===== src/design/xbar_pkg.sv =====
`default_nettype none

package xbar_pkg;

  // ========================================
  // crossbar control
  // ========================================

  // picks one of the two ports on a side
  typedef logic xbar_sel_t;

  // control word, sits in the 16-bit word of a config message
  // out_sel is bit 0 and in_sel is bit 1
  typedef struct packed {
    logic [13:0] reserved;
    xbar_sel_t   in_sel;
    xbar_sel_t   out_sel;
  } xbar_ctrl_t;

  // all zero means input 0 straight to output 0

endpackage

`default_nettype wire


===== src/design/msg_pkg.sv =====
`default_nettype none

package msg_pkg;

  // ========================================
  // field widths
  // ========================================

  localparam int ADDR_BITS = 4;
  localparam int DATA_BITS = 16;

  typedef logic [ADDR_BITS-1:0] addr_t;
  typedef logic [DATA_BITS-1:0] data_t;

  // ========================================
  // message word
  // ========================================

  // plain payload on inject and loopback ports
  // control word on crossbar config ports
  typedef union packed {
    data_t                data;
    xbar_pkg::xbar_ctrl_t ctrl;
  } word_u;

  // full request or response, address on top
  typedef struct packed {
    addr_t addr;
    word_u word;
  } msg_t;

  // streams, ready runs the other way on its own wire
  typedef struct packed {
    logic val;
    msg_t msg;
  } msg_stream_t;

  // address already stripped inside the fabric
  typedef struct packed {
    logic  val;
    word_u word;
  } data_stream_t;

endpackage

`default_nettype wire


===== src/design/msg_router.sv =====
`timescale 1ns/1ps
`default_nettype none

module msg_router #(
  parameter int NUM_XBARS = 3
) (
  input  logic                  clk,
  input  logic                  rst_n_i,
  input  msg_pkg::msg_stream_t  in_i,
  output logic                  in_rdy_o,
  output msg_pkg::data_stream_t port_o     [2*NUM_XBARS+1],
  input  logic                  port_rdy_i [2*NUM_XBARS+1]
);

  localparam int NUM_PORTS = 2 * NUM_XBARS + 1;

  // last mapped address, everything above it is dropped
  localparam msg_pkg::addr_t LOOP_ADDR = msg_pkg::addr_t'(2 * NUM_XBARS);

  logic          full_q;
  msg_pkg::msg_t msg_q;
  logic          accept;
  logic          mapped;
  logic          sel_rdy;
  logic          drain;

  // ========================================
  // address decode
  // ========================================

  assign mapped = (msg_q.addr <= LOOP_ADDR);

  // ready of the port the held message is aimed at
  always_comb begin
    sel_rdy = 1'b0;
    for (int i = 0; i < NUM_PORTS; i++) begin
      if (msg_q.addr == msg_pkg::addr_t'(i)) begin
        sel_rdy = port_rdy_i[i];
      end
    end
  end

  // an unmapped message never waits on a port
  assign drain    = full_q && (!mapped || sel_rdy);
  assign in_rdy_o = !full_q || drain;
  assign accept   = in_i.val && in_rdy_o;

  // ========================================
  // holding register
  // ========================================

  always_ff @(posedge clk) begin
    if (!rst_n_i) begin
      full_q <= 1'b0;
    end else if (accept) begin
      full_q <= 1'b1;
    end else if (drain) begin
      full_q <= 1'b0;
    end
  end

  always_ff @(posedge clk) begin
    if (accept) begin
      msg_q <= in_i.msg;
    end
  end

  // word fans out to every port, only the addressed one is valid
  always_comb begin
    for (int i = 0; i < NUM_PORTS; i++) begin
      port_o[i].val  = full_q && (msg_q.addr == msg_pkg::addr_t'(i));
      port_o[i].word = msg_q.word;
    end
  end

endmodule

`default_nettype wire


===== src/design/blocking_xbar.sv =====
`timescale 1ns/1ps
`default_nettype none

module blocking_xbar (
  input  logic                  clk,
  input  logic                  rst_n_i,
  input  msg_pkg::data_stream_t cfg_i,
  input  msg_pkg::data_stream_t recv_i     [2],
  output logic                  recv_rdy_o [2],
  output msg_pkg::data_stream_t send_o     [2],
  input  logic                  send_rdy_i [2]
);

  xbar_pkg::xbar_ctrl_t  ctrl_q;
  msg_pkg::data_stream_t sel_in;
  logic                  sel_rdy;

  // ========================================
  // config register
  // ========================================

  // config port never stalls, new word used from the next cycle
  always_ff @(posedge clk) begin
    if (!rst_n_i) begin
      ctrl_q <= '0;
    end else if (cfg_i.val) begin
      ctrl_q <= cfg_i.word.ctrl;
    end
  end

  // ========================================
  // data path
  // ========================================

  // the one connected pair
  assign sel_in  = recv_i[ctrl_q.in_sel];
  assign sel_rdy = send_rdy_i[ctrl_q.out_sel];

  // unselected input sees no ready
  always_comb begin
    for (int p = 0; p < 2; p++) begin
      recv_rdy_o[p] = (ctrl_q.in_sel == xbar_pkg::xbar_sel_t'(p)) && sel_rdy;
    end
  end

  // unselected output never shows val
  always_comb begin
    for (int p = 0; p < 2; p++) begin
      send_o[p].val  = (ctrl_q.out_sel == xbar_pkg::xbar_sel_t'(p)) && sel_in.val;
      send_o[p].word = sel_in.word;
    end
  end

endmodule

`default_nettype wire


===== src/design/rr_arbiter.sv =====
`timescale 1ns/1ps
`default_nettype none

module rr_arbiter #(
  parameter int NUM_XBARS = 3
) (
  input  logic                  clk,
  input  logic                  rst_n_i,
  input  msg_pkg::data_stream_t recv_i     [2*NUM_XBARS+1],
  output logic                  recv_rdy_o [2*NUM_XBARS+1],
  output msg_pkg::msg_stream_t  out_o,
  input  logic                  out_rdy_i
);

  localparam int NUM_INPUTS = 2 * NUM_XBARS + 1;

  // pointer starts here so input 0 wins first
  localparam msg_pkg::addr_t LAST_IDX = msg_pkg::addr_t'(NUM_INPUTS - 1);

  msg_pkg::addr_t ptr_q;
  logic           out_val_q;
  msg_pkg::msg_t  out_msg_q;
  logic           found;
  msg_pkg::addr_t gnt_idx;
  msg_pkg::word_u gnt_word;
  logic           drain;
  logic           load;

  // ========================================
  // grant search
  // ========================================

  // scan from the input after the last winner, wrapping once
  always_comb begin
    int idx;
    found    = 1'b0;
    gnt_idx  = '0;
    gnt_word = '0;
    for (int k = 1; k <= NUM_INPUTS; k++) begin
      idx = int'(ptr_q) + k;
      if (idx >= NUM_INPUTS) begin
        idx = idx - NUM_INPUTS;
      end
      if (!found && recv_i[idx].val) begin
        found    = 1'b1;
        gnt_idx  = msg_pkg::addr_t'(idx);
        gnt_word = recv_i[idx].word;
      end
    end
  end

  // register takes a new word when empty or leaving this cycle
  assign drain = out_val_q && out_rdy_i;
  assign load  = found && (!out_val_q || drain);

  always_comb begin
    for (int i = 0; i < NUM_INPUTS; i++) begin
      recv_rdy_o[i] = load && (gnt_idx == msg_pkg::addr_t'(i));
    end
  end

  // ========================================
  // output register
  // ========================================

  always_ff @(posedge clk) begin
    if (!rst_n_i) begin
      out_val_q <= 1'b0;
      ptr_q     <= LAST_IDX;
    end else if (load) begin
      out_val_q <= 1'b1;
      ptr_q     <= gnt_idx;
    end else if (drain) begin
      out_val_q <= 1'b0;
    end
  end

  // source index goes out in the address field
  always_ff @(posedge clk) begin
    if (load) begin
      out_msg_q.addr <= gnt_idx;
      out_msg_q.word <= gnt_word;
    end
  end

  assign out_o = '{val: out_val_q, msg: out_msg_q};

endmodule

`default_nettype wire


===== src/design/interconnect_top.sv =====
`timescale 1ns/1ps
`default_nettype none

module interconnect_top #(
  parameter int NUM_XBARS = 3
) (
  input  logic                  clk,
  input  logic                  rst_n_i,
  input  msg_pkg::msg_stream_t  in_i,
  output logic                  in_rdy_o,
  output msg_pkg::msg_stream_t  out_o,
  input  logic                  out_rdy_i,
  input  msg_pkg::data_stream_t chain_in_i,
  output logic                  chain_in_rdy_o,
  output msg_pkg::data_stream_t chain_out_o,
  input  logic                  chain_out_rdy_i
);

  localparam int NUM_PORTS = 2 * NUM_XBARS + 1;
  localparam int LOOP_IDX  = 2 * NUM_XBARS;

  // router side: 2i inject, 2i+1 config, last one loopback
  msg_pkg::data_stream_t rt_port   [NUM_PORTS];
  logic                  rt_rdy    [NUM_PORTS];

  // arbiter side: 2i from crossbar i, last one loopback
  msg_pkg::data_stream_t arb_in    [NUM_PORTS];
  logic                  arb_rdy   [NUM_PORTS];

  // chain link i feeds input 1 of crossbar i
  msg_pkg::data_stream_t chain     [NUM_XBARS+1];
  logic                  chain_rdy [NUM_XBARS+1];

  // ========================================
  // router
  // ========================================

  msg_router #(
    .NUM_XBARS(NUM_XBARS)
  ) u_router (
    .clk       (clk),
    .rst_n_i   (rst_n_i),
    .in_i      (in_i),
    .in_rdy_o  (in_rdy_o),
    .port_o    (rt_port),
    .port_rdy_i(rt_rdy)
  );

  // ========================================
  // crossbar row
  // ========================================

  assign chain[0]             = chain_in_i;
  assign chain_in_rdy_o       = chain_rdy[0];
  assign chain_out_o          = chain[NUM_XBARS];
  assign chain_rdy[NUM_XBARS] = chain_out_rdy_i;

  for (genvar i = 0; i < NUM_XBARS; i++) begin : g_xbar
    msg_pkg::data_stream_t xb_recv     [2];
    logic                  xb_recv_rdy [2];
    msg_pkg::data_stream_t xb_send     [2];
    logic                  xb_send_rdy [2];

    // input 0 from the router, input 1 from the chain
    assign xb_recv[0]      = rt_port[2*i];
    assign rt_rdy[2*i]     = xb_recv_rdy[0];
    assign xb_recv[1]      = chain[i];
    assign chain_rdy[i]    = xb_recv_rdy[1];

    // output 0 to the arbiter, output 1 down the chain
    assign arb_in[2*i]     = xb_send[0];
    assign xb_send_rdy[0]  = arb_rdy[2*i];
    assign chain[i+1]      = xb_send[1];
    assign xb_send_rdy[1]  = chain_rdy[i+1];

    // config always accepted
    assign rt_rdy[2*i+1]   = 1'b1;

    // no arbiter input behind a config address
    assign arb_in[2*i+1]   = '0;

    blocking_xbar u_xbar (
      .clk       (clk),
      .rst_n_i   (rst_n_i),
      .cfg_i     (rt_port[2*i+1]),
      .recv_i    (xb_recv),
      .recv_rdy_o(xb_recv_rdy),
      .send_o    (xb_send),
      .send_rdy_i(xb_send_rdy)
    );
  end

  // loopback goes straight across
  assign arb_in[LOOP_IDX] = rt_port[LOOP_IDX];
  assign rt_rdy[LOOP_IDX] = arb_rdy[LOOP_IDX];

  // ========================================
  // arbiter
  // ========================================

  rr_arbiter #(
    .NUM_XBARS(NUM_XBARS)
  ) u_arbiter (
    .clk       (clk),
    .rst_n_i   (rst_n_i),
    .recv_i    (arb_in),
    .recv_rdy_o(arb_rdy),
    .out_o     (out_o),
    .out_rdy_i (out_rdy_i)
  );

endmodule

`default_nettype wire


===== config.mk =====
export PLATFORM = sky130hd
export DESIGN_NAME = interconnect_top
export DESIGN_NICKNAME = d
export VERILOG_FILES = /design/src/design/xbar_pkg.sv /design/src/design/msg_pkg.sv /design/src/design/msg_router.sv /design/src/design/blocking_xbar.sv /design/src/design/rr_arbiter.sv /design/src/design/interconnect_top.sv
export SDC_FILE = /design/constraint.sdc
export NUM_CORES = 1
export LEC_CHECK = 0
export ABC_CLOCK_PERIOD_IN_PS = 9700
export CAP_MARGIN = 20
export CORE_MARGIN = 2
export CORE_UTILIZATION = 70
export DETAILED_ROUTE_END_ITERATION = 10
export DONT_BUFFER_PORTS = 1
export GPL_TIMING_DRIVEN = 0
export PLACE_DENSITY = 0.95
export SETUP_SLACK_MARGIN = 0.05
export SYNTH_ARGS = -nofsm -noshare
export SYNTH_HDL_FRONTEND = slang
export SYNTH_SLANG_ARGS = --single-unit
export TNS_END_PERCENT = 1

===== constraint.sdc =====
create_clock -name clk -period 9.7 [get_ports clk]
set_input_delay 1.94 -clock clk [delete_from_list [all_inputs] [get_ports clk]]
set_output_delay 1.94 -clock clk [all_outputs]
set_load 0.005 [all_outputs]

== Word-level counts from Yosys, hierarchy flattened ==
Cells that the tools add are included.
Storage, ports and cells
  flip-flop bits (word level): 52
  output and inout bits: 40
  word-level logic and storage cells: 203
Operators by class
  add/sub/neg operators: 14
  $lt $le $gt $ge: 21
  equality and inequality tests: 9
  muxes and demuxes: 78
  bitwise gates (word level): 19
  reductions and logical operators: 49
Operators by type and width (number)
  32-bit by 4-bit >= comparator with 1-bit output (second input constant): 14
  17-bit 2-to-1 mux: 23
  17-bit binary-select mux with 3-bit select: 7
  32-bit 2-to-1 mux: 7
  32-bit NOT: 7
  32-bit by 4-bit subtractor with 32-bit output (second input constant): 7
  16-bit 2-to-1 mux: 7
  1-bit logical AND: 33
  4-bit 2-to-1 mux: 7
  1-bit 2-to-1 mux: 27
  4-bit by 3-bit adder with 5-bit output (second input constant): 4
  4-bit by 3-bit equality test with 1-bit output (second input constant): 5
  4-bit by 2-bit equality test with 1-bit output (second input constant): 3
  2-bit >= comparator (second input constant): 6
  1-bit NOT with 2-bit output: 6
  4-bit by 2-bit adder with 5-bit output (second input constant): 2
  1-bit zero test: 9
  4-bit zero test: 2
  1-bit NOT: 6
  4-bit by 1-bit adder with 5-bit output (second input constant): 1
  4-bit by 1-bit equality test with 1-bit output (second input constant): 1
  4-bit by 3-bit <= comparator with 1-bit output (second input constant): 1
  2-bit nonzero test: 2
  1-bit logical OR: 3

== Depth between registers and ports, before layout ==
  depth after elaboration: 62
  gate-level depth with buffers: 17
  gate-level depth less buffers: 14

== Modules after synthesis ==
Synthesis repeated with hierarchy kept, for this count alone.
Unflattened totals
  cell total of the unflattened synthesis: 1610
  area total of the unflattened synthesis: 12904.9 sq um
By module, submodules not included
  rr_arbiter: times used 1, cells each 1299, area an instance 9909.5 sq um, sequential area each 700.7 sq um
  msg_router: times used 1, cells each 171, area an instance 1681.6 sq um, sequential area each 620.6 sq um
  blocking_xbar: times used 3, cells each 46, area an instance 435.4 sq um, sequential area each 40.0 sq um
  interconnect_top: times used 1, cells each 2, area an instance 7.5 sq um, sequential area each 0.0 sq um

== Worst setup path after synthesis ==
No wires, ideal clock.
  path kind: input-to-output
  start: in chain_in_i[16] (netlist bit)
  end: out in_rdy_o
  arrival: 4479 ps
  setup slack: 3281 ps
  stages on the path: 11
  path buffers: 0
  path through: nand2_1 -> o22a_2 -> a31oi_2 -> o32a_2 -> a222oi_1 -> nand2_2 -> o311ai_1 -> a211oi_2 -> o211a_1 -> a211oi_2 -> inv_1
On the way
  word-level cells in the longest chain between the ends: 58
  elaborated cells between the ends (all ways): 94
  classes of those cells: 3 x eq/ne; 60 x mux; 31 x reduce/logical
Ends and longest elaborated chain
  from (decl): line interconnect_top.sv:13  | input msg_pkg::data_stream_t chain_in_i,
  17-bit 2-to-1 mux (implied by the code) * (3 in series): line blocking_xbar.sv:36  | assign sel_in = recv_i[ctrl_q.in_sel];
  1-bit logical AND: line blocking_xbar.sv:49  | send_o[p].val = (ctrl_q.out_sel == xbar_pkg::xbar_sel_t'(p)) && sel_in.val;
  17-bit 2-to-1 mux (implied by the code) (3 in series): line blocking_xbar.sv:36
  1-bit logical AND: line blocking_xbar.sv:49
  17-bit 2-to-1 mux (implied by the code) (3 in series): line blocking_xbar.sv:36
  1-bit logical AND: line blocking_xbar.sv:49
  17-bit binary-select mux with 3-bit select: line rr_arbiter.sv:44  | if (!found && recv_i[idx].val) begin
  17-bit 2-to-1 mux (implied by the code) (2 in series): line rr_arbiter.sv:44
  (+28 left out)
  1-bit logical AND: line blocking_xbar.sv:42  | recv_rdy_o[p] = (ctrl_q.in_sel == xbar_pkg::xbar_sel_t'(p)) && sel_rdy;
  1-bit 2-to-1 mux (implied by the code) (3 in series): line blocking_xbar.sv:37  | assign sel_rdy = send_rdy_i[ctrl_q.out_sel];
  1-bit logical AND: line blocking_xbar.sv:42
  1-bit 2-to-1 mux (6 in series): line msg_router.sv:37  | if (msg_q.addr == msg_pkg::addr_t'(i)) begin
  1-bit 2-to-1 mux *: line msg_router.sv:37
  1-bit logical OR *: line msg_router.sv:44  | assign drain = full_q && (!mapped || sel_rdy);
  1-bit logical AND *: line msg_router.sv:44
  1-bit logical OR *: line msg_router.sv:45  | assign in_rdy_o = !full_q || drain;
  to (decl): line interconnect_top.sv:10  | output logic in_rdy_o,
Every way passes the cells marked *; elsewhere a longest branch is shown, timed or not. The select of a mux whose other input is x is not followed.

== Worst setup path in the final report ==
  start: reg u_arbiter.ptr_q[2]
  end: out chain_in_rdy_o
On the way
  word-level cells in the longest chain between the ends: 40
  elaborated cells between the ends (all ways): 101
  classes of those cells: 14 x add/sub; 7 x order compare; 2 x eq/ne; 51 x mux; 7 x bitwise; 20 x reduce/logical
Ends and longest elaborated chain
  from (decl): line rr_arbiter.sv:20  | msg_pkg::addr_t ptr_q;
  from (signal assigned): line rr_arbiter.sv:72  | ptr_q <= gnt_idx;
  4-bit by 1-bit adder with 5-bit output: line rr_arbiter.sv:40  | idx = int'(ptr_q) + k;
  32-bit by 4-bit subtractor with 32-bit output or 32-bit by 4-bit >= comparator with 1-bit output (tied branches): line rr_arbiter.sv:42, rr_arbiter.sv:41
  32-bit 2-to-1 mux: line rr_arbiter.sv:41  | if (idx >= NUM_INPUTS) begin
  32-bit NOT (implied by the code): line rr_arbiter.sv:44
  17-bit binary-select mux with 3-bit select: line rr_arbiter.sv:44
  17-bit 2-to-1 mux (implied by the code) (2 in series): line rr_arbiter.sv:44
  1-bit 2-to-1 mux: line rr_arbiter.sv:44
  1-bit zero test: line rr_arbiter.sv:44
  (+17 left out)
  named net u_arbiter.gnt_idx[2]: line rr_arbiter.sv:24  | msg_pkg::addr_t gnt_idx;
  4-bit by 3-bit equality test with 1-bit output: line rr_arbiter.sv:58  | recv_rdy_o[i] = load && (gnt_idx == msg_pkg::addr_t'(i));
  1-bit logical AND: line rr_arbiter.sv:58
  1-bit 2-to-1 mux (implied by the code) (3 in series): line blocking_xbar.sv:37
  1-bit logical AND: line blocking_xbar.sv:42
  1-bit 2-to-1 mux (implied by the code) (3 in series): line blocking_xbar.sv:37
  1-bit logical AND: line blocking_xbar.sv:42
  1-bit 2-to-1 mux (implied by the code) * (3 in series): line blocking_xbar.sv:37
  1-bit logical AND *: line blocking_xbar.sv:42
  to (decl): line interconnect_top.sv:14  | output logic chain_in_rdy_o,
Mark *: on every way through the listed nets, which the timed path passes. The rest lies on a longest branch. The select of a mux whose other input is x is not followed.

==> flow_metrics.py <==
metrics = {
    "global_route": {
        "antenna_found_initial": 0,
        "grt_overflow_total": 0,
        "grt_max_degree": 24,
        "grt_usage": 0.390,
        "grt_pass1_wl_um": 26400,
        "grt_pass1_vias": 5168,
    },
    "critical_path": {
        "worstPathArrival_ps": 5930,
        "crit_slowest_cell": "a222oi_1",
        "crit_family": "compound AO/OA/AOI/OAI gates",
        "required_ps": 7760,
        "max_stage_delay_ps": 650,
        "critPathBufInv": 3,
        "crit_fanout": 12,
        "cp-end-kind": "output pin",
        "path_class": "reg -> out",
        "crit_path_start_kind": "flip-flop",
        "cp_common_cell": "o32ai_1",
        "path_cells": "buf_4 -> clkbuf_1 -> clkinv_1 -> ha_1 -> nand2b_1 -> o211a_1 -> o311a_1 -> o32a_2 -> a222oi_1 -> nand2_2 -> o32ai_1 -> nand2_1 -> o32ai_1 -> a31o_2",
    },
    "sta": {
        "fin_worst_skew_ps": 11.5,
        "setup_viol": 0,
        "slew_headroom": 0.304,
        "period_minus_slack_ps": 7870,
        "tightest_slew_ps": 1040,
        "fmax_mhz": 127,
        "fin_setup_tns_ps": 0,
        "hold_viol_final": 0,
        "period_share": 0.812,
        "rsz0062_at_grt": "no",
        "report.final.slew_viol_count": 0,
    },
    "status": {
        "status": "completed",
    },
    "layout": {
        "n_antenna_cell": 0,
        "fillers": 508,
        "final_common_cell": "nand2_1",
        "layout_common_cells": "nand2_1 (59), o21ai_0 (48), nor2_1 (41)",
        "syn2layout_area_growth_pct": 4.71,
        "drive_gt1_frac": 0.0985,
        "final_nets": 704,
        "final_cells": 749,
    },
    "floorplanning": {
        "die_y_um": 91.6,
        "io_pins": 82,
        "core-area_mm2": 0.00733,
        "floorplan.initialDensity": 0.733,
        "dieArea_mm2": 0.00839,
        "die_x_um": 91.6,
        "rows": 31,
    },
    "synthesis": {
        "synth-edff-count": 40,
        "synth_cell_types": 84,
        "yosysWarningCount": 0,
        "synth-seq-cells": 52,
        "async_flop_share": 0,
        "syn_inst": 641,
        "synthesis.area_mm2": 0.00537,
        "syn_area_per_cell_um2": 8.38,
        "yosysSeqAreaShare": 0.268,
        "synth_ff_type": "edfxtp_1",
        "syn_nets": 696,
    },
    "routing": {
        "drt_iter0_markers": 954,
        "num_vias": 5663,
        "post_drt_wl_per_cell_um": 22.4,
        "routed_wl_um": 16700,
        "drt.antenna.violating_nets": 0,
        "first_pass_iters": 7,
        "drcViolationCount": 0,
        "via_per_inst": 7.56,
    },
    "placed_design": {
        "place_congestion": 0.982,
        "port_buffers": 0,
        "dp_hpwl_um": 12500,
        "placedCellCount": 741,
    },
    "cts": {
        "cts-buffers-inserted": 5,
        "postCtsSetupBuffers": 0,
        "insertion_delay_ps": 320,
        "root_buffer": "clkbuf_8",
        "cts_resized": 0,
        "cts_htree_levels": 2,
        "clk_pin_slew_worst_paths_ps": 90,
        "cts-hold-fix-buffers": 0,
        "cts_tree": "done",
        "ctsLongestPathBuffers": 2,
        "clock_sinks": 52,
    },
    "job": {
        "cap_viol_max_count": 0,
    },
    "power": {
        "peakVddDrop_mv": 0.149,
        "leakage_uw": 0.00208,
        "power_density_mw_per_mm2": 273,
    },
    "worst_hold_path": {
        "min_path_type": "reg -> reg",
    },
}
## layout make-up
cell class	count	area (um^2)	area share
Buffer	39	176	0.0314
Multi-Input combinational cell	528	3670	0.653
Sequential cell	52	1440	0.256
Timing Repair Buffer	1	15.0	0.00267
Inverter	22	82.6	0.0147
Clock inverter	2	38.8	0.00690
Clock buffer	6	72.6	0.0129
Tap cell	99	124	0.0220
## Yosys cell counts (5+ instances only)
library cell,count,area [um^2]
a22oi_1,22,165
o211ai_1,7,52.6
clkbuf_1,25,93.8
ha_1,13,163
o2bb2ai_1,5,43.8
a21o_1,8,60.1
nand3_1,6,30.0
nor2_1,41,154
a21boi_0,5,37.5
and3_1,8,50.1
mux2_2,18,203
nand2b_1,11,68.8
a222oi_1,8,80.1
buf_2,8,40.0
nor2b_1,15,93.8
a21oi_1,38,190
o221ai_1,6,52.6
nor4_1,8,50.1
xor2_1,5,43.8
o21ai_0,48,240
mux2i_1,29,290
and2_1,7,43.8
nor3b_1,8,60.1
nand2_1,59,221
o22ai_1,21,131
dfxtp_1,12,240
a221o_1,5,50.1
inv_1,19,71.3
nand4_1,5,31.3
xnor2_1,14,123
o21a_1,6,45.0
edfxtp_1,40,1200
nor3_1,14,70.1
## per-layer routing
metal | part of all wire | global-route usage | vias up
li1 | - | - | 2510
met1 | 0.38 | 0.523 | 2600
met2 | 0.46 | 0.629 | 476
met3 | 0.12 | 0.0714 | 77
met4 | 0.036 | 0.139 | 0
met5 | 0 | 0 | -
## worst min-delay path: cells and delay by family, from the launching register on
family	cells	cell delay [ps]
flip-flops	1	370
AO/OA/AOI/OAI	2	170
## report_power, final
group	switching [uW]	leakage, uW	total (uW)	internal (uW)
clock	77.9	0.0000558	156	78.1
sequential	41.7	0.000485	379	337
combinational	650	0.00154	1000	352
## worst paths after layout
path                                    from                          to  slack (ps)  cells after the start
setup reg to reg          u_arbiter.ptr_q[2]          u_router.port_o[3]        3630                     17
hold / removal    g_xbar[2].u_xbar.ctrl_q[0]  g_xbar[2].u_xbar.ctrl_q[0]         580                      2
setup / recovery          u_arbiter.ptr_q[2]              chain_in_rdy_o        1830                     14
hold reg to reg   g_xbar[2].u_xbar.ctrl_q[0]  g_xbar[2].u_xbar.ctrl_q[0]         580                      2
## stage by stage
| step | cell area [um^2] | hold WS [ps] | utilization | total power (uW) | worst slack [ps] |
|---|---|---|---|---|---|
| 6_report | 5620 | 577 | 0.767 | 1540 | 1830 |
| 3_3_place_gp | 5490 | 555 | 0.749 | 1300 | 2460 |
| 3_5_place_dp | 5510 | 556 | 0.752 | 1330 | 2370 |
| 2_1_floorplan | 5370 | 504 | - | 1110 | 3280 |
| 4_1_cts | 5620 | 574 | 0.767 | 1490 | 2020 |
| 5_1_grt | 5620 | 623 | 0.767 | 1610 | 1540 |
## cells by family after synthesis
group | share of synthesized area
fa+ha+maj | 0.0303
buf+inv | 0.0482
simple gates | 0.192
compound gates | 0.327
other cells | 0.000698
mux | 0.0918
flops | 0.268
xor+xnor | 0.0422
## flip-flops by register name, summed over array words and instances (netlist names)
name,count
g_xbar.u_xbar.ctrl_q,6
u_arbiter.out_o,20
u_arbiter.out_val_q,1
u_arbiter.ptr_q,4
u_router.full_q,1
u_router.msg_q,4
u_router.port_o,16
Note: power is estimated with default switching activity, not from simulation.
